[config.mk]
export PLATFORM = sky130hd
export DESIGN_NAME = l3Ctrl
export DESIGN_NICKNAME = d
export VERILOG_FILES = /design/src/verilog/l3BufPkg.sv /design/src/verilog/arpPkg.sv /design/src/verilog/rxDispatch.sv /design/src/verilog/arpParser.sv /design/src/verilog/arpResponder.sv /design/src/verilog/txMerge.sv /design/src/verilog/l3Ctrl.sv
export VERILOG_INCLUDE_DIRS = /design/src /design/src/verilog
export SDC_FILE = /design/constraint.sdc
export NUM_CORES = 1
export LEC_CHECK = 0
export ABC_AREA = 1
export BUFFER_PORTS_ARGS = -buffer_cell sky130_fd_sc_hd__buf_2
export CAP_MARGIN = 30
export CORE_MARGIN = 4
export CORE_UTILIZATION = 50
export DETAILED_ROUTE_END_ITERATION = 10
export PLACE_DENSITY = 0.78
export SETUP_SLACK_MARGIN = 0.02
export SYNTH_ARGS = -nofsm -noshare
export SYNTH_HDL_FRONTEND = slang
export SYNTH_SLANG_ARGS = --single-unit
[constraint.sdc]
create_clock -name CLK -period 5.5 [get_ports CLK]
set_input_delay 0.275 -clock CLK [delete_from_list [all_inputs] [get_ports CLK]]
set_output_delay 0.275 -clock CLK [all_outputs]
set_load 0.05 [all_outputs]
[src/verilog/l3Ctrl_config.svh]
/*
 * Layer-3 helper constants
 * ARP field codes as they appear in the little-endian buffer words,
 * fixed ARP frame words, counter widths and receive status bits
 */
`ifndef L3CTRL_CONFIG_SVH
`define L3CTRL_CONFIG_SVH

`define ARP_HW_ETHER		16'h0100		// Ethernet hardware type
`define ARP_PROTO_IPV4		16'h0008		// IPv4 protocol type
`define ARP_OP_REQUEST		16'h0100
`define ARP_OP_REPLY		16'h0200

`define ARP_HDR_TYPE		32'h01000608	// Hardware type over EtherType
`define ARP_HDR_LEN			32'h04060008	// Plen, Hlen, protocol
`define ARP_FRAME_LEN_WORD	32'h002A0000	// 42-byte frame header word
`define ARP_FRAME_WORDS		12

`define ARP_IDX_W			4				// Word index inside an ARP frame
`define WORD_CNT_W			15				// Words left in a received frame

`define RX_ERR_BITS			3				// Low status bits flag errors
`define RX_STATUS_ARP		9

`endif

[src/verilog/l3BufPkg.sv]
/*
 * Buffer port types
 * Data words, lengths and status of the MAC receive buffer, and the
 * beat written into the transmit buffer
 */
package l3BufPkg;

	typedef logic [31:0] bufWord;
	typedef logic [15:0] bufLength;	// Frame length in bytes
	typedef logic [15:0] rxStatus;

	// One transmit buffer write
	typedef struct packed {
		logic	we;
		logic	start;		// First word of a frame
		logic	last;		// Frame end marker
		bufWord	data;
	} txBeat;

endpackage

[src/verilog/arpPkg.sv]
/*
 * ARP types
 * Addresses, the action decided for a received frame, the fields
 * carried to the responder and the receive ownership states
 */
package arpPkg;

	typedef logic [47:0] macAddr;
	typedef logic [31:0] ipAddr;

	// Outcome of one parsed ARP frame
	typedef enum logic [1:0] {
		ACT_NONE,
		ACT_REPLY,		// Request for our IP
		ACT_LEARN		// Reply to our IP
	} arpAction;

	typedef struct packed {
		macAddr	senderMac;
		ipAddr	senderIp;
	} arpFields;

	// Who currently owns the receive side
	typedef enum logic [1:0] {
		OWN_IDLE,
		OWN_ARP,
		OWN_RESOLVE		// Outgoing request in progress
	} rxOwner;

endpackage

[src/verilog/rxDispatch.sv]
/*
 * Receive dispatcher
 * Decides whether the frame at the head of the receive buffer is taken
 * by the ARP path or left to the host, and tracks ownership until the
 * internal user is finished
 */
`include "l3Ctrl_config.svh"

module rxDispatch (
	input	logic					CLK,
	input	logic					RST_N,
	input	logic					RX_BUFF_VALID,
	input	l3BufPkg::rxStatus		RX_BUFF_STATUS,
	input	logic					RX_BUFF_EMPTY,
	input	logic					ARPC_REQUEST,
	input	logic					ERX_BUFF_RE,
	input	logic					parseRead,
	input	logic					parseDone,
	input	logic					respDone,
	output	arpPkg::rxOwner			owner,
	output	logic					pickup,
	output	logic					RX_BUFF_RE,
	output	logic					ERX_BUFF_EMPTY,
	output	logic					ERX_BUFF_VALID,
	output	logic					ARPC_ENABLE
);

	logic	hostView;

	// Clean ARP frame at the head of the buffer
	assign pickup = RX_BUFF_VALID && (RX_BUFF_STATUS[`RX_ERR_BITS-1:0] == '0) &&
			RX_BUFF_STATUS[`RX_STATUS_ARP];

	always_ff @(posedge CLK or negedge RST_N) begin
		if (!RST_N) begin
			owner <= arpPkg::OWN_IDLE;
		end else begin
			case (owner)
				arpPkg::OWN_IDLE: begin
					if (ARPC_REQUEST)
						owner <= arpPkg::OWN_RESOLVE;	// Request wins over pickup
					else if (pickup)
						owner <= arpPkg::OWN_ARP;
				end
				arpPkg::OWN_ARP: begin
					if (parseDone)
						owner <= arpPkg::OWN_IDLE;
				end
				arpPkg::OWN_RESOLVE: begin
					if (respDone)
						owner <= arpPkg::OWN_IDLE;
				end
				default: owner <= arpPkg::OWN_IDLE;
			endcase
		end
	end

	assign hostView = (owner == arpPkg::OWN_IDLE) && !pickup;

	assign RX_BUFF_RE		= ERX_BUFF_RE | parseRead;
	assign ERX_BUFF_EMPTY	= hostView ? RX_BUFF_EMPTY : 1'b1;	// Looks empty while owned
	assign ERX_BUFF_VALID	= hostView ? RX_BUFF_VALID : 1'b0;
	assign ARPC_ENABLE		= (owner == arpPkg::OWN_IDLE);

endmodule

[src/verilog/arpParser.sv]
/*
 * ARP frame parser
 * Reads a received ARP frame one word per cycle, checks hardware type
 * and protocol, captures sender and target addresses, decides whether
 * to reply or learn, then drains the rest of the frame
 */
`include "l3Ctrl_config.svh"

module arpParser (
	input	logic					CLK,
	input	logic					RST_N,
	input	arpPkg::rxOwner			owner,
	input	l3BufPkg::bufWord		RX_BUFF_DATA,
	input	logic					RX_BUFF_EMPTY,
	input	l3BufPkg::bufLength		RX_BUFF_LENGTH,	// Bytes over all buffer words
	input	arpPkg::ipAddr			IP_ADDRESS,
	input	logic					frameBusy,
	output	logic					parseRead,
	output	arpPkg::arpAction		action,
	output	arpPkg::arpFields		fields,
	output	logic					parseDone
);

	typedef enum logic [2:0] {
		P_IDLE,
		P_READ,
		P_CHECK,
		P_DRAIN,
		P_WAIT,
		P_DONE
	} parseState;

	localparam logic [`ARP_IDX_W-1:0] W_TYPE		= 3;
	localparam logic [`ARP_IDX_W-1:0] W_PROTO	= 4;
	localparam logic [`ARP_IDX_W-1:0] W_OPCODE	= 5;
	localparam logic [`ARP_IDX_W-1:0] W_SMAC_HI	= 6;
	localparam logic [`ARP_IDX_W-1:0] W_SIP		= 7;
	localparam logic [`ARP_IDX_W-1:0] W_TIP_LO	= 9;
	localparam logic [`ARP_IDX_W-1:0] W_TIP_HI	= 10;

	parseState					state;
	logic [`ARP_IDX_W-1:0]		wordIdx;
	logic [`WORD_CNT_W-1:0]		wordsLeft;
	logic [16:0]				lenRound;
	logic						take;
	logic [15:0]				opcode;
	arpPkg::ipAddr				targetIp;

	assign lenRound = {1'b0, RX_BUFF_LENGTH} + 17'd3;	// Round up to whole words

	assign parseRead = ((state == P_READ) || (state == P_DRAIN)) &&
			(wordsLeft != '0) && !RX_BUFF_EMPTY;
	assign take = (state == P_READ) && parseRead;
	assign parseDone = (state == P_DONE);

	always_ff @(posedge CLK or negedge RST_N) begin
		if (!RST_N) begin
			state		<= P_IDLE;
			wordIdx		<= '0;
			wordsLeft	<= '0;
		end else begin
			case (state)
				P_IDLE: begin
					if (owner == arpPkg::OWN_ARP && !RX_BUFF_EMPTY) begin
						state		<= P_READ;
						wordIdx		<= '0;
						wordsLeft	<= lenRound[16:2];
					end
				end
				P_READ: begin
					if (!take) begin
						state <= P_DONE;	// Frame ran out early
					end else begin
						wordIdx		<= wordIdx + 1'b1;
						wordsLeft	<= wordsLeft - 1'b1;
						if (wordIdx == W_TYPE && RX_BUFF_DATA[31:16] != `ARP_HW_ETHER)
							state <= P_DRAIN;
						else if (wordIdx == W_PROTO && RX_BUFF_DATA[15:0] != `ARP_PROTO_IPV4)
							state <= P_DRAIN;
						else if (wordIdx == W_TIP_HI)
							state <= P_CHECK;
					end
				end
				P_CHECK: state <= P_DRAIN;
				P_DRAIN: begin
					if (parseRead)
						wordsLeft <= wordsLeft - 1'b1;
					else
						state <= P_WAIT;
				end
				P_WAIT: begin
					if (!frameBusy)
						state <= P_DONE;	// Let a pending reply finish first
				end
				default: state <= P_IDLE;
			endcase
		end
	end

	always_ff @(posedge CLK) begin
		if (take) begin
			case (wordIdx)
				W_OPCODE: begin
					opcode						<= RX_BUFF_DATA[15:0];
					fields.senderMac[15:0]		<= RX_BUFF_DATA[31:16];
				end
				W_SMAC_HI:	fields.senderMac[47:16]	<= RX_BUFF_DATA;
				W_SIP:		fields.senderIp			<= RX_BUFF_DATA;
				W_TIP_LO:	targetIp[15:0]			<= RX_BUFF_DATA[31:16];
				W_TIP_HI:	targetIp[31:16]			<= RX_BUFF_DATA[15:0];
				default: ;
			endcase
		end
	end

	always_comb begin
		action = arpPkg::ACT_NONE;
		if (state == P_CHECK && targetIp == IP_ADDRESS) begin
			if (opcode == `ARP_OP_REQUEST)
				action = arpPkg::ACT_REPLY;
			else if (opcode == `ARP_OP_REPLY)
				action = arpPkg::ACT_LEARN;
		end
	end

endmodule

[src/verilog/arpResponder.sv]
/*
 * ARP responder and resolver
 * Writes the 12-word ARP reply or broadcast request into the transmit
 * buffer, stalling on FULL, and keeps the single resolved cache entry
 */
`include "l3Ctrl_config.svh"

module arpResponder (
	input	logic					CLK,
	input	logic					RST_N,
	input	arpPkg::rxOwner			owner,
	input	arpPkg::arpAction		action,
	input	arpPkg::arpFields		fields,
	input	arpPkg::macAddr			MAC_ADDRESS,
	input	arpPkg::ipAddr			IP_ADDRESS,
	input	arpPkg::ipAddr			ARPC_IP_ADDRESS,
	input	logic					TX_BUFF_READY,
	input	logic					TX_BUFF_FULL,
	output	l3BufPkg::txBeat		arpBeat,
	output	logic					frameBusy,
	output	logic					respDone,
	output	logic					ARPC_VALID,
	output	arpPkg::macAddr			ARPC_MAC_ADDRESS
);

	typedef enum logic [1:0] {
		R_IDLE,
		R_WAIT,
		R_SEND,
		R_DONE
	} respState;

	localparam logic [`ARP_IDX_W-1:0] LAST_IDX	= `ARP_FRAME_WORDS - 1;
	localparam logic [`ARP_IDX_W-1:0] END_IDX	= `ARP_FRAME_WORDS;

	respState				state;
	logic [`ARP_IDX_W-1:0]	wordIdx;
	logic					isRequest;
	logic					sendWord;
	logic					beatWe;
	logic					beatStart;
	logic					beatLast;
	l3BufPkg::bufWord		beatData;
	l3BufPkg::bufWord		txWord;

	assign sendWord = (state == R_SEND) && (wordIdx != END_IDX) && !TX_BUFF_FULL;

	always_ff @(posedge CLK or negedge RST_N) begin
		if (!RST_N) begin
			state		<= R_IDLE;
			wordIdx		<= '0;
			isRequest	<= 1'b0;
			beatWe		<= 1'b0;
			beatStart	<= 1'b0;
			beatLast	<= 1'b0;
			ARPC_VALID	<= 1'b0;
		end else begin
			beatWe		<= sendWord;
			beatStart	<= sendWord && (wordIdx == '0);
			beatLast	<= sendWord && (wordIdx == LAST_IDX);
			case (state)
				R_IDLE: begin
					if (owner == arpPkg::OWN_RESOLVE) begin
						state		<= R_WAIT;
						isRequest	<= 1'b1;
						ARPC_VALID	<= 1'b0;	// Entry stale until the answer arrives
					end else if (owner == arpPkg::OWN_ARP && action == arpPkg::ACT_REPLY) begin
						state		<= R_WAIT;
						isRequest	<= 1'b0;
					end
				end
				R_WAIT: begin
					if (TX_BUFF_READY) begin
						state	<= R_SEND;
						wordIdx	<= '0;
					end
				end
				R_SEND: begin
					if (wordIdx == END_IDX)
						state <= R_DONE;
					else if (sendWord)
						wordIdx <= wordIdx + 1'b1;
				end
				default: state <= R_IDLE;
			endcase
			if (action == arpPkg::ACT_LEARN)
				ARPC_VALID <= 1'b1;
		end
	end

	always_ff @(posedge CLK) begin
		if (sendWord)
			beatData <= txWord;		// Held under back-pressure
		if (action == arpPkg::ACT_LEARN)
			ARPC_MAC_ADDRESS <= fields.senderMac;
	end

	// Reply goes back to the ARP sender, request is broadcast
	always_comb begin
		case (wordIdx)
			4'd0:	txWord = `ARP_FRAME_LEN_WORD;
			4'd1:	txWord = isRequest ? 32'hFFFF_FFFF : fields.senderMac[31:0];
			4'd2:	txWord = {MAC_ADDRESS[15:0],
					isRequest ? 16'hFFFF : fields.senderMac[47:32]};
			4'd3:	txWord = MAC_ADDRESS[47:16];
			4'd4:	txWord = `ARP_HDR_TYPE;
			4'd5:	txWord = `ARP_HDR_LEN;
			4'd6:	txWord = {MAC_ADDRESS[15:0], isRequest ? `ARP_OP_REQUEST : `ARP_OP_REPLY};
			4'd7:	txWord = MAC_ADDRESS[47:16];
			4'd8:	txWord = IP_ADDRESS;	// Target IP of a reply matched ours
			4'd9:	txWord = isRequest ? 32'h0 : fields.senderMac[31:0];
			4'd10:	txWord = isRequest ? {ARPC_IP_ADDRESS[15:0], 16'h0000} :
					{fields.senderIp[15:0], fields.senderMac[47:32]};
			4'd11:	txWord = {16'h0000,
					isRequest ? ARPC_IP_ADDRESS[31:16] : fields.senderIp[31:16]};
			default: txWord = '0;
		endcase
	end

	assign arpBeat.we		= beatWe;
	assign arpBeat.start	= beatStart;
	assign arpBeat.last		= beatLast;
	assign arpBeat.data		= beatData;

	assign frameBusy	= (state != R_IDLE);
	assign respDone		= (state == R_DONE);	// Cycle after the last word

endmodule

[src/verilog/txMerge.sv]
/*
 * Transmit merge
 * Combines the internal ARP beats with host writes into the transmit
 * buffer and hides transmit-ready from the host while ARP is busy
 */
module txMerge (
	input	l3BufPkg::txBeat		arpBeat,
	input	arpPkg::rxOwner			owner,
	input	logic					pickup,
	input	logic					ETX_BUFF_WE,
	input	logic					ETX_BUFF_START,
	input	logic					ETX_BUFF_END,
	input	l3BufPkg::bufWord		ETX_BUFF_DATA,
	input	logic					TX_BUFF_READY,
	input	logic					TX_BUFF_FULL,
	output	logic					TX_BUFF_WE,
	output	logic					TX_BUFF_START,
	output	logic					TX_BUFF_END,
	output	l3BufPkg::bufWord		TX_BUFF_DATA,
	output	logic					ETX_BUFF_READY,
	output	logic					ETX_BUFF_FULL
);

	assign TX_BUFF_WE		= arpBeat.we | ETX_BUFF_WE;
	assign TX_BUFF_START	= arpBeat.start | ETX_BUFF_START;
	assign TX_BUFF_END		= arpBeat.last | ETX_BUFF_END;
	assign TX_BUFF_DATA		= arpBeat.we ? arpBeat.data : ETX_BUFF_DATA;	// Internal word first

	// Host may only start a frame while nothing internal is pending
	assign ETX_BUFF_READY	= (owner == arpPkg::OWN_IDLE && !pickup) ? TX_BUFF_READY : 1'b0;
	assign ETX_BUFF_FULL	= TX_BUFF_FULL;

endmodule

[src/verilog/l3Ctrl.sv]
/*
 * Layer-3 helper top level
 * Sits between the MAC buffers and the host, answering ARP requests for
 * our IP, resolving one IP on request and passing other traffic through
 */
module l3Ctrl (
	input	logic					CLK,
	input	logic					RST_N,

	output	logic					RX_BUFF_RE,		// Receive buffer, show-ahead
	input	l3BufPkg::bufWord		RX_BUFF_DATA,
	input	logic					RX_BUFF_EMPTY,
	input	logic					RX_BUFF_VALID,
	input	l3BufPkg::bufLength		RX_BUFF_LENGTH,
	input	l3BufPkg::rxStatus		RX_BUFF_STATUS,

	output	logic					TX_BUFF_WE,
	output	logic					TX_BUFF_START,
	output	logic					TX_BUFF_END,
	output	l3BufPkg::bufWord		TX_BUFF_DATA,
	input	logic					TX_BUFF_READY,
	input	logic					TX_BUFF_FULL,

	input	logic					ERX_BUFF_RE,	// Host receive side
	output	l3BufPkg::bufWord		ERX_BUFF_DATA,
	output	logic					ERX_BUFF_EMPTY,
	output	logic					ERX_BUFF_VALID,
	output	l3BufPkg::bufLength		ERX_BUFF_LENGTH,
	output	l3BufPkg::rxStatus		ERX_BUFF_STATUS,

	input	logic					ETX_BUFF_WE,	// Host transmit side
	input	logic					ETX_BUFF_START,
	input	logic					ETX_BUFF_END,
	input	l3BufPkg::bufWord		ETX_BUFF_DATA,
	output	logic					ETX_BUFF_READY,
	output	logic					ETX_BUFF_FULL,

	input	arpPkg::macAddr			MAC_ADDRESS,
	input	arpPkg::ipAddr			IP_ADDRESS,

	output	logic					ARPC_ENABLE,
	input	logic					ARPC_REQUEST,
	input	arpPkg::ipAddr			ARPC_IP_ADDRESS,
	output	logic					ARPC_VALID,
	output	arpPkg::macAddr			ARPC_MAC_ADDRESS
);

	arpPkg::rxOwner		owner;
	logic				pickup;
	logic				parseRead;
	logic				parseDone;
	arpPkg::arpAction	action;
	arpPkg::arpFields	fields;
	logic				frameBusy;
	logic				respDone;
	l3BufPkg::txBeat	arpBeat;

	// Host always sees the head frame's data and descriptors
	assign ERX_BUFF_DATA	= RX_BUFF_DATA;
	assign ERX_BUFF_LENGTH	= RX_BUFF_LENGTH;
	assign ERX_BUFF_STATUS	= RX_BUFF_STATUS;

	rxDispatch i_rxDispatch (.*);

	arpParser i_arpParser (.*);

	arpResponder i_arpResponder (.*);

	txMerge i_txMerge (.*);

endmodule

# After elaboration in Yosys (flattened, before gate mapping)
# Index checks and enable logic that the tools add are counted.
[op_classes]
add_sub_neg = 4
n_mul = 0
n_div = 0
magnitude_cmp = 0
n_eq_ne = 51
shifts = 0
mux = 48
bitwise_logic = 4
n_reduce_logical = 46
[ops]
columns = ["operator", "count"]
rows = [
  ["$pmux 32 s11", 1],
  ["$mux 32", 4],
  ["$mux 15", 3],
  ["$pmux 15 s3", 1],
  ["$eq 32x32->1", 1],
  ["$eq 4x3->1 const B", 8],
  ["$mux 16", 2],
  ["$eq 4x4->1 const B", 7],
  ["$mux 2", 11],
  ["$mux 3", 7],
  ["$mux 4", 5],
  ["$add 16x2->17 const B", 1],
  ["$eq 16x10->1 const B", 1],
  ["$eq 16x9->1 const B", 1],
  ["$ne 16x4->1 const B", 1],
  ["$ne 16x9->1 const B", 1],
  ["$pmux 4 s2", 2],
  ["$logic_and 1x1->1", 15],
  ["$pmux 3 s5", 1],
  ["$reduce_bool 15->1", 1],
  ["$sub 15x1->15 const B", 1],
  ["$reduce_and 2->1", 7],
  ["$eq 4x2->1 const B", 3],
  ["$ne 2x1->1 const B", 6],
  ["25 further kinds", 62],
]
[totals]
register_bits = 243
latch_bits = 0
mem_bits_rw = 0
rom_bits = 0
in_bits = 219
output_inout_bits = 154
word_cells = 172
memories = 0

# Longest topological paths before layout
# Gate-level depths: netlist (run 1).
[depth]
ltp_word = 9
depth_mapped = 13
depth_no_buf = 13

# Modules after synthesis
# Synthesis (run 1) repeated with hierarchy kept, for this count alone.
[hier_totals]
cells_unflattened = 1439
area_unflattened_um2 = 12791.0
[by_module_without_submodules]
columns = ["module", "n_inst", "cells_per_inst", "area_per_inst_um2", "seq_area_each_um2"]
rows = [
  ["arpParser", 1, 541, 6344.8, 4394.2],
  ["arpResponder", 1, 697, 5310.1, 2677.6],
  ["txMerge", 1, 114, 483.0, 0.0],
  ["l3Ctrl", 1, 64, 480.5, 0.0],
  ["rxDispatch", 1, 23, 172.7, 50.0],
]

# Worst setup path before layout (run 1)
# No wires, ideal clock.
[synth_path]
kind = "reg-to-reg"
from = "reg i_arpParser.wordsLeft[0]"
to = "reg i_arpParser.fields[0] (netlist name)"
setup_ns = 0.461
arrival_time_ns = 3.250
t_required_ns = 5.039
path_slack_ns = 1.789
stages_incl_launch_ff = 8
n_path_buf = 0
period_less_slack_ns = 3.711
cell_sequence = "dfrtp_1 > inv_1 > ha_1 > nand2_1 > nor2_2 > nand4_2 > nand4_2 > nor3_1"
[synth_between]
elab_chain_cells = 5
[synth_rtl]
columns = ["element", "line_no", "text"]
rows = [
  ["start, declared", "arpParser.sv:43", "logic [`WORD_CNT_W-1:0] wordsLeft;"],
  ["start signal, assigned", "arpParser.sv:67", "wordsLeft <= lenRound[16:2];"],
  ["start signal, assigned", "arpParser.sv:75", "wordsLeft <= wordsLeft - 1'b1;"],
  ["start signal, assigned", "arpParser.sv:87", "wordsLeft <= wordsLeft - 1'b1;"],
  ["$reduce_bool 15->1", "arpParser.sv:52", "(wordsLeft != '0) && !RX_BUFF_EMPTY;"],
  ["$logic_and 1x1->1", "arpParser.sv:51", "assign parseRead = ((state == P_READ) || (state == P_DRAIN)) &&"],
  ["$logic_and 1x1->1", "arpParser.sv:52", ""],
  ["$logic_and 1x1->1", "arpParser.sv:53", "assign take = (state == P_READ) && parseRead;"],
  ["$reduce_and 2->1 (no source line)", "-", ""],
]
# No other way between the ends.
# A chain may end at the register's enable or synchronous reset.

# Worst setup path after layout (run 1)
[layout_path]
from = "reg i_arpResponder.wordIdx[0]"
to = "reg i_arpResponder.beatData[5] (data pin)"
[layout_between]
elab_chain_cells = 3
elab_cells_between_ends = 14
classes_between = "eq/ne (11); mux (1); reduce/logical (2)"
[layout_rtl]
columns = ["element", "line_no", "text"]
rows = [
  ["start, declared", "arpResponder.sv:37", "logic [`ARP_IDX_W-1:0] wordIdx;"],
  ["start signal, assigned", "arpResponder.sv:82", "wordIdx <= wordIdx + 1'b1;"],
  ["$eq 4x2->1 / $eq 4x3->1 (equally long branches)", "arpResponder.sv:100", "case (wordIdx)"],
  ["$reduce_or 2->1 (no source line)", "-", ""],
  ["$pmux 32 s11 *", "arpResponder.sv:100", ""],
  ["via i_arpResponder.txWord[5]", "arpResponder.sv:44", "l3BufPkg::bufWord txWord;"],
  ["end signal, assigned", "arpResponder.sv:93", "beatData <= txWord;"],
  ["end, declared", "arpResponder.sv:43", "l3BufPkg::bufWord beatData;"],
]
# Mark *: on every way through the listed nets, which the timed path passes. The rest lies on a longest branch.

==> metrics.txt, run 1 <==
DP HPWL=between 20000 and 30000 um; CP required=roughly 5.7 ns; DRT antenna net count=0; commonest register cell after synthesis=edfxtp_1; post-synthesis cell count=roughly 1300; total clock buffers created by CTS=26; CTS resizes=0; Initial DRC Count=between 900 and 1000; Vert. Die Dim=between 150 and 200 um; RePlAce Congestion=0.915; worst hold path type=in -> reg; Worst-Skew Late Latency=0.53 ns; final hold vios=0; VDD IR max=slightly above 0.3 mV; layout cell share with drive strength beyond 1=27.4%; Worst Setup End Kind=register; final wirelength=slightly below 40000 um; WHS=~0.016 ns; Routed WL per cell=20.4 um; vias per cell=5.46; clk buf depth=3; type of the worst setup path=reg -> reg; I/O Buffers=between 300 and 400; element type at the critical path start=register; Synth async-reset ratio=between 10% and 20%; Final Cycle Share=roughly half; Arr. time, crit path=between 3 and 4 ns; Setup Viol. Count Final=0; Period minus WS final=2.82 ns; setup TNS=0 ns; Layout Nets=roughly 1800; Cell Area, Synth=roughly 12000 um2; relative slew slack=a little under a third; via count=around 10000; clk_skew=roughly 0.017 ns; vias in the first global route=just over 10000; Post-synth EDFFs=approximately 210; synthesized flop and latch total=about 240; RSZ-0062 raised after global routing=false; status=finished clean; H-tree depth=1; count of cell types in the netlist=48; register area share after synthesis=roughly three fifths; YS warnings=0; critical-path maximum fanout=22; CTS sink cnt=243; Worst Tran Pin Value=between 1 and 1.5 ns; DRC Markers=0; fmax=0.355 GHz; Avg Inst Size Synth=9.52 um2; Die ar.=between 20000 and 30000 um2; clk slew on worst S/H paths=around 0.060 ns; most frequent cells in the layout=nand2_1 (391), buf_2 (348), edfxtp_1 (208); Max Cap Viol=0; FP Rows=56; Setup Fix Bufs, Post-CTS=0; Leakage=about 6.6 nW; commonest non-fill, non-tap cell in the layout=nand2_1; I/O pin cnt=approximately 370; Max Slew Vio Count=0; final instance area=14700 um2; Clock Tree Root=clkbuf_16; pwr dens=around 400 nW/um2; first-pass GRT wire length=between 50000 and 60000 um; initial antenna violation count=5; die width=between 150 and 200 um; post-cts hold buffer count=3; Area Growth Syn to Fin=20.9%; Core ar.=23800 um2; starting density of the core=51.3%; GRT overflow=0; TritonCTS clock tree=yes; syn nets=1513; GRT Resource Usage Total=around 28%; largest net degree at the start of global routing=a little over 60; fin util=between 60% and 70%; First-pass DRT Iterations=5; Post-DP Area=13800 um2
## cell usage after synthesis, types with 3 or more instances
cell       number  share of area, %
o2111ai_1       6              0.43
nand3_1        38               1.6
xnor2_1         9              0.65
edfxtp_1      208                51
xor2_1          9              0.65
nor2_2          5              0.26
or2_2           5              0.26
dfrtp_1        35               7.2
a21oi_2         3              0.22
inv_1         130               4.0
buf_4          67               4.1
clkbuf_1       21              0.65
o31ai_1         4              0.25
o21ai_0        76               3.1
a22oi_1         8              0.49
nand3b_1        4              0.25
o211ai_1        7              0.43
a211oi_1       15              0.92
a21oi_1        33               1.4
buf_2          14              0.57
nor3_1         14              0.57
o21ai_1         8              0.33
ha_1           13               1.3
a311oi_1        3              0.22
nand4_1        18              0.92
nand2_2         4              0.21
mux2i_1         3              0.25
o22ai_1         4              0.21
nor2_1         89               2.7
a221oi_1       12              0.86
nand2_1       391                12
inv_2           4              0.12
## logic make-up after synthesis
family	after synthesis	share of synthesized area, %
compound gates	189	9.59
xor+xnor	18	1.29
fa+ha+maj	13	1.33
buf+inv	238	9.61
flops	243	58.4
mux	3	0.246
simple gates	577	19.5
## final cells by class
class	count	area, um2
Clock buffer	37	733
Tap cell	319	399
Timing Repair Buffer	363	1890
Multi-Input combinational cell	800	3940
Inverter	135	509
Fill cell	1967	9010
Clock inverter	11	129
Antenna cell	4	10.0
Sequential cell	243	7120
## per-stage QoR
stage / total power (W) / setup slack [ns] / instances
final: 0.00596 / 2.68 / 1912
after global placement: 0.00416 / 2.67 / 1855
after CTS: 0.00596 / 2.67 / 1908
after detailed placement: 0.00421 / 2.66 / 1857
after floorplan: 0.00372 / 1.79 / 1281
after global routing: 0.00625 / 2.52 / 1912
## routing by layer
metal,global-route usage (%),up-vias,part of all wire [%]
met5,0,-,0.033
met4,11.2,2,3.9
met3,4.84,103,9.7
met2,48.4,635,50
met1,34.6,4854,36
li1,-,4840,-
## flip-flops by register name (all words and copies together), names as in the netlist
| register | flops |
|---|---|
| i_arpResponder.isRequest | 1 |
| i_arpResponder.beatLast | 1 |
| i_arpParser.wordIdx | 4 |
| i_arpParser.state | 3 |
| i_arpParser.targetIp | 32 |
| i_arpResponder.state | 2 |
| i_arpResponder.beatData | 32 |
| i_arpParser.wordsLeft | 15 |
| i_arpParser.fields | 80 |
| i_rxDispatch.owner | 2 |
| i_arpResponder.wordIdx | 4 |
| i_arpResponder.beatWe | 1 |
| i_arpResponder.ARPC_MAC_ADDRESS | 48 |
| i_arpResponder.beatStart | 1 |
| i_arpResponder.ARPC_VALID | 1 |
| i_arpParser.opcode | 16 |
## where the power goes
group          total (W)  internal, W  switching (W)  leakage, nW
clock            0.00176      0.00107       0.000696        0.419
sequential       0.00233      0.00221       0.000115         2.33
combinational    0.00187     0.000536        0.00133         3.82
total            0.00596      0.00382        0.00215         6.56
## critical path: stages, from the launching register on
cell	delay (ns)
dfrtp_1	0.40
inv_1	0.11
ha_1	0.26
nand2_1	0.77
inv_1	0.37
a311oi_1	0.40
nand4_1	0.22
## final timing paths
| check | depth (start not counted) | to | slack [ns] | start |
|---|---|---|---|---|
| worst max-delay path | 6 | i_arpResponder.beatData[5]$_DFFE_PP_ | 2.68 | i_arpResponder.wordIdx[0]$_DFFE_PN0P_ |
| worst min-delay path | 1 | i_arpParser.targetIp[31]$_DFFE_PP_ | 0.02 | RX_BUFF_DATA[15] |
| worst max register to register | 6 | i_arpResponder.beatData[5]$_DFFE_PP_ | 2.68 | i_arpResponder.wordIdx[0]$_DFFE_PN0P_ |
| worst min register to register | 0 | i_arpResponder.ARPC_MAC_ADDRESS[23]$_DFFE_PP_ | 0.45 | i_arpParser.fields[55]$_DFFE_PP_ |
| max in group asynchronous | 2 | i_arpResponder.isRequest$_DFFE_PN0P_ | 4.52 | RST_N |
| min in group asynchronous | 2 | i_arpResponder.beatLast$_DFF_PN0_ | 0.39 | RST_N |
Power figures use the tool's default switching activity.
==> inputs of run 2 (changes only) <==
--- a/config.mk
+++ b/config.mk
@@ -6,13 +6,13 @@
 export SDC_FILE = /design/constraint.sdc
 export NUM_CORES = 1
 export LEC_CHECK = 0
-export ABC_AREA = 1
+export ABC_AREA = 0
 export BUFFER_PORTS_ARGS = -buffer_cell sky130_fd_sc_hd__buf_2
 export CAP_MARGIN = 30
 export CORE_MARGIN = 4
 export CORE_UTILIZATION = 50
 export DETAILED_ROUTE_END_ITERATION = 10
-export PLACE_DENSITY = 0.78
+export PLACE_DENSITY = 0.79
 export SETUP_SLACK_MARGIN = 0.02
 export SYNTH_ARGS = -nofsm -noshare
 export SYNTH_HDL_FRONTEND = slang
==> constraint.sdc (replaced) <==
create_clock -name CLK -period 2.9 [get_ports CLK]
set_input_delay 0.145 -clock CLK [delete_from_list [all_inputs] [get_ports CLK]]
set_output_delay 0.145 -clock CLK [all_outputs]
set_load 0.05 [all_outputs]
==> metrics.txt, run 2 <==
FF-to-FF setup slack=~0.099 ns; final worst slack=roughly 0.099 ns; vias in the first global route=~9600; syn nets=approximately 1200; Routed WL per cell=roughly 23 um; first-pass GRT wire length=~56000 um; Post-Place Setup Slack=0.233 ns; Yosys top cell area share=a little over half; Vert. Die Dim=approximately 160 um; Worst R2R Start=i_arpResponder.wordIdx[0]$_DFFE_PN0P_; DRT antenna net count=0; CP cell instances=inv_1 > ha_1 > nor2b_1 > buf_4 > a21oi_1 > nand4_1 > dlygate4sd3_1; Initial DRC Count=between 900 and 1000; total power=0.0108 W; Largest register FFs=80; synth cell count leaders=edfxtp_1 (208), o21ai_0 (70), buf_4 (66); I/O pin cnt=373; Top Registers=i_arpParser.fields (80), i_arpResponder.ARPC_MAC_ADDRESS (48); layout cell share with drive strength beyond 1=roughly 36%; final instance area=about 15000 um2; TritonCTS clock tree=yes; element type at the critical path start=register; clk_skew=0.0120 ns; register area share after synthesis=roughly three fifths; Worst-Skew Late Latency=about 0.51 ns; RR Endpoint=i_arpResponder.beatData[17]$_DFFE_PP_; Layout Nets=1530; VDD IR max=between 0.4 and 0.5 mV; pwr dens=734 nW/um2; via count=9551; GRT Resource Usage Total=~28%; H-tree depth=1; ranking of synthesized cells by area=edfxtp_1 (54%), dfrtp_1 (7.6%), buf_4 (4.3%); CTS sink cnt=243; count leader, synth=edfxtp_1; First-pass DRT Iterations=6; fin util=between 60% and 70%; Yosys top cell by area=edfxtp_1; status=finished clean; critical-path maximum fanout=15; Cell Area, Synth=approximately 12000 um2; GRT overflow=0; DRC Markers=0; Hold Path End=i_arpResponder.beatData[12]$_DFFE_PP_; Biggest register=i_arpParser.fields; die width=around 160 um; Post-DP Area=13300 um2; Max Slew Vio Count=0; WHS=around 0.014 ns; commonest register cell after synthesis=edfxtp_1; vias per cell=around 6.0; largest net degree at the start of global routing=36; count of cell types in the netlist=63; final hold vios=0; Worst Setup End Kind=register; Setup Viol. Count Final=0; initial antenna violation count=2; Worst Path Buf+Inv=3; worst hold path type=in -> reg; Clock Tree Root=clkbuf_16; Period minus WS final=2.80 ns; RePlAce Congestion=approximately 0.90; WHS Path Cells=3; clk buf depth=3; Area Growth Syn to Fin=27.6%; Avg Inst Size Synth=between 10 and 15 um2; most frequent cells in the layout=buf_2 (348), edfxtp_1 (208), dlygate4sd3_1 (71); FP Rows=55; Die ar.=25600 um2; CP required=3.17 ns; R2R cell count=7; max incr delay on CP=0.58 ns; Slowest-stage cell, CP=dlygate4sd3_1; diode count=0; Leakage=5.81 nW; hold_sp=ARPC_IP_ADDRESS[28]; RSZ-0062 raised after global routing=false; commonest non-fill, non-tap cell in the layout=buf_2; synthesized flop and latch total=243; total clock buffers created by CTS=25; Arr. time, crit path=roughly 3 ns; I/O Buffers=348; Synth async-reset ratio=about 14%; Final Cycle Share=slightly below 100%; type of the worst setup path=reg -> reg; Core ar.=22700 um2; starting density of the core=around half; YS warnings=0; fmax=roughly 0.36 GHz; Worst Tran Pin Value=roughly 0.85 ns; post-synthesis cell count=929; clk slew on worst S/H paths=about 0.07 ns; DP HPWL=26700 um; relative slew slack=roughly 44%; Largest delay share family, worst path=buffers and inverters; Max Cap Viol=0; Post-synth EDFFs=208; final wirelength=roughly 38000 um
-- run 2: worst max-delay path by stage --
| stage | start | to | slack [ns] | cells past startpoint |
|---|---|---|---|---|
| after floorplan | i_arpParser.opcode[4]$_DFFE_PP_ | i_arpResponder.ARPC_MAC_ADDRESS[0]$_DFFE_PP_ | -0.20 | 5 |
| after global placement | i_arpResponder.wordIdx[0]$_DFFE_PN0P_ | i_arpResponder.beatData[2]$_DFFE_PP_ | 0.32 | 6 |
| after detailed placement | i_arpParser.wordsLeft[0]$_DFFE_PN0P_ | i_arpParser.fields[48]$_DFFE_PP_ | 0.23 | 9 |
| after CTS | i_arpResponder.wordIdx[1]$_DFFE_PN0P_ | i_arpResponder.beatData[17]$_DFFE_PP_ | 0.07 | 10 |
| after global routing | i_arpResponder.wordIdx[0]$_DFFE_PN0P_ | i_arpResponder.beatData[17]$_DFFE_PP_ | 0.02 | 7 |
| final | i_arpResponder.wordIdx[0]$_DFFE_PN0P_ | i_arpResponder.beatData[17]$_DFFE_PP_ | 0.1 | 7 |
-- run 2: timing repair --
item | 4_1_cts | 5_1_grt
setup buffers | 0 | 2
hold buffers | 71 | 0
gates resized for setup | 0 | 3
endpoints found under the setup margin | 0 | 23
endpoints found under the hold margin | 190 | 0
-- run 2: tightest hold or removal path: stages --
cell and delay, ns:
buf_2 0.08, o22ai_1 0.07, o21ai_1 0.12
-- run 2: cells by family (layout without fill, tap and decap cells) --
group | Yosys count | count (layout) | share of synthesized area (%)
adders and majority gates | 13 | 13 | 1.41
buffers and inverters | 134 | 520 | 6.76
AOI/OAI and AO/OA | 221 | 221 | 12.5
muxes | 50 | 50 | 4.73
and+or+nand+nor | 226 | 226 | 9.90
DFF | 243 | 243 | 61.6
xor gates and xnor gates | 42 | 42 | 3.18
-- run 2: layer usage --
layer	track usage [%]	vias to the layer above	part of all wire, %
li1	-	4203	-
met1	33.3	4543	35
met2	48.9	677	50
met3	6.14	124	11
met4	11.5	4	4.3
met5	0	-	0.077
-- run 2: report_power, final --
part | internal, W | switching, W
Clock | 0.00164 | 0.00129
Combinational | 0.00119 | 0.00216
Sequential | 0.00426 | 0.000308
Total | 0.00709 | 0.00376
-- run 2: cell type report --
cell class / instances / area [um2]
clock buffer: 34 / 679
clock inverter: 10 / 55.1
fill: 1636 / 7950
inverter: 22 / 82.6
multi-input combinational: 552 / 3710
sequential: 243 / 7120
tap: 285 / 357
timing repair buffer: 454 / 2750
-- run 2: through the flow --
stage,instances,TNS [ns]
floorplan,929,-9.57
global placement,1483,0
detailed placement,1483,0
finish,1600,0
global route,1600,0
CTS,1598,0
==> inputs of run 3 (changes only) <==
==> constraint.sdc (replaced) <==
create_clock -name CLK -period 2.9 [get_ports CLK]
set_input_delay 0.435 -clock CLK [delete_from_list [all_inputs] [get_ports CLK]]
set_output_delay 0.435 -clock CLK [all_outputs]
set_load 0.05 [all_outputs]
==> metrics.txt, run 3 (same netlist as run 2, synthesis figures left out) <==
FF-to-FF setup slack=roughly 0.080 ns; final worst slack=0.0799 ns; clk slew on worst S/H paths=around 0.06 ns; most frequent cells in the layout=buf_2 (348), edfxtp_1 (208), o21ai_0 (70); RSZ-0062 raised after global routing=false; Die ar.=between 20000 and 30000 um2; CP required=3.12 ns; die width=approximately 160 um; Arr. time, crit path=3.04 ns; H-tree depth=1; Worst-Skew Late Latency=between 0.5 and 0.6 ns; Largest register FFs=80; Post-Place Setup Slack=-0.0502 ns; Top Registers=i_arpParser.fields (80), i_arpResponder.ARPC_MAC_ADDRESS (48); pwr dens=between 700 and 800 nW/um2; CTS sink cnt=about 240; via count=just over 9000; DRC Markers=0; initial antenna violation count=1; layout cell share with drive strength beyond 1=a little under two fifths; final instance area=between 10000 and 15000 um2; Max Slew Vio Count=0; diode count=0; fmax=around 0.35 GHz; Worst Tran Pin Value=between 0.8 and 0.9 ns; VDD IR max=just over 0.5 mV; setup TNS=0 ns; DRT antenna net count=0; Biggest register=i_arpParser.fields; First-pass DRT Iterations=7; GRT Resource Usage Total=roughly 27%; Worst R2R Start=i_arpParser.targetIp[28]$_DFFE_PP_; failing checks=hold timing; Setup Viol. Count Final=0; FP Rows=55; first-pass GRT wire length=52900 um; status=finished with violations; RR Endpoint=i_arpResponder.ARPC_MAC_ADDRESS[31]$_DFFE_PP_; final wirelength=roughly 36000 um; clk buf depth=3; total clock buffers created by CTS=25; Worst Setup End Kind=register; GRT overflow=0; clk_skew=about 0.016 ns; Post-DP Area=roughly 13000 um2; vias in the first global route=between 8000 and 9000; element type at the critical path start=register; Max Cap Viol=0; Area Growth Syn to Fin=21.8%; RePlAce Congestion=roughly 0.92; Routed WL per cell=between 20 and 25 um; Core ar.=22700 um2; type of the worst setup path=reg -> reg; starting density of the core=50.9%; DP HPWL=26500 um; worst hold path type=in -> async; TritonCTS clock tree=yes; Clock Tree Root=clkbuf_16; Layout Nets=1460; Vert. Die Dim=160 um; Period minus WS final=2.82 ns; Final Cycle Share=between 90% and 100%; total power=between 0.01 and 0.015 W; R2R cell count=6; commonest non-fill, non-tap cell in the layout=buf_2; relative slew slack=about two fifths; final hold vios=1; critical-path maximum fanout=36; Initial DRC Count=between 900 and 1000; I/O Buffers=about 350; largest net degree at the start of global routing=37; WHS=-0.00233 ns; Leakage=roughly 5.6 nW; fin util=between 60% and 70%; vias per cell=5.96; I/O pin cnt=between 300 and 400
==> run 3: layer usage <==
metal / global-route usage (%) / wire [um] / vias to the layer above
li1: - / - / 4062
met1: 33.8 / 13100 / 4349
met2: 47.0 / 18100 / 627
met3: 5.42 / 3530 / 86
met4: 7.55 / 1230 / 2
met5: 0 / 13 / -
==> run 3: stage by stage <==
stage | std cells | hold WS, ns
global route | 1530 | 0.0660
global placement | 1485 | 0.425
CTS | 1530 | 0.0222
finish | 1530 | -0.00233
floorplan | 929 | 0.139
detailed placement | 1485 | 0.428
==> run 3: worst max path at each step <==
stage	from	endpoint	cells after the start
3_5_place_dp	IP_ADDRESS[28]	i_arpResponder.ARPC_MAC_ADDRESS[27]$_DFFE_PP_	7
5_1_grt	i_arpParser.wordsLeft[5]$_DFFE_PN0P_	RX_BUFF_RE	5
2_1_floorplan	i_arpParser.opcode[4]$_DFFE_PP_	i_arpResponder.ARPC_MAC_ADDRESS[0]$_DFFE_PP_	5
3_3_place_gp	IP_ADDRESS[28]	i_arpResponder.ARPC_MAC_ADDRESS[16]$_DFFE_PP_	7
4_1_cts	i_arpParser.wordsLeft[0]$_DFFE_PN0P_	RX_BUFF_RE	7
6_report	i_arpParser.targetIp[28]$_DFFE_PP_	i_arpResponder.ARPC_MAC_ADDRESS[31]$_DFFE_PP_	6
==> run 3: area by class of cell <==
class | count | area [um2]
Clock buffer | 29 | 651
Clock inverter | 15 | 109
Fill cell | 1739 | 8620
Inverter | 22 | 82.6
Multi-Input combinational cell | 552 | 3710
Sequential cell | 243 | 7120
Tap cell | 285 | 357
Timing Repair Buffer | 384 | 2060
==> run 3: where the power goes <==
group	switching, W	total (W)	internal [W]
Sequential	0.000291	0.00455	0.00426
Clock	0.00132	0.00301	0.00169
Combinational	0.00214	0.00327	0.00113
==> run 3: critical path, cell delays in order, from the launching register on <==
cell and delay (ns):
edfxtp_1 0.39, xnor2_1 0.38, nand4_1 0.14, nor4_1 0.77
nand3_2 0.21, nor3b_4 0.29, buf_12 0.26
==> run 3: what timing repair did <==
item	4_1_cts	5_1_grt
cloned	0	0
hold buffers	0	0
setup buffers	1	0
pin swaps	1	0
resized for setup	0	2
endpoints found under the setup margin	1	6
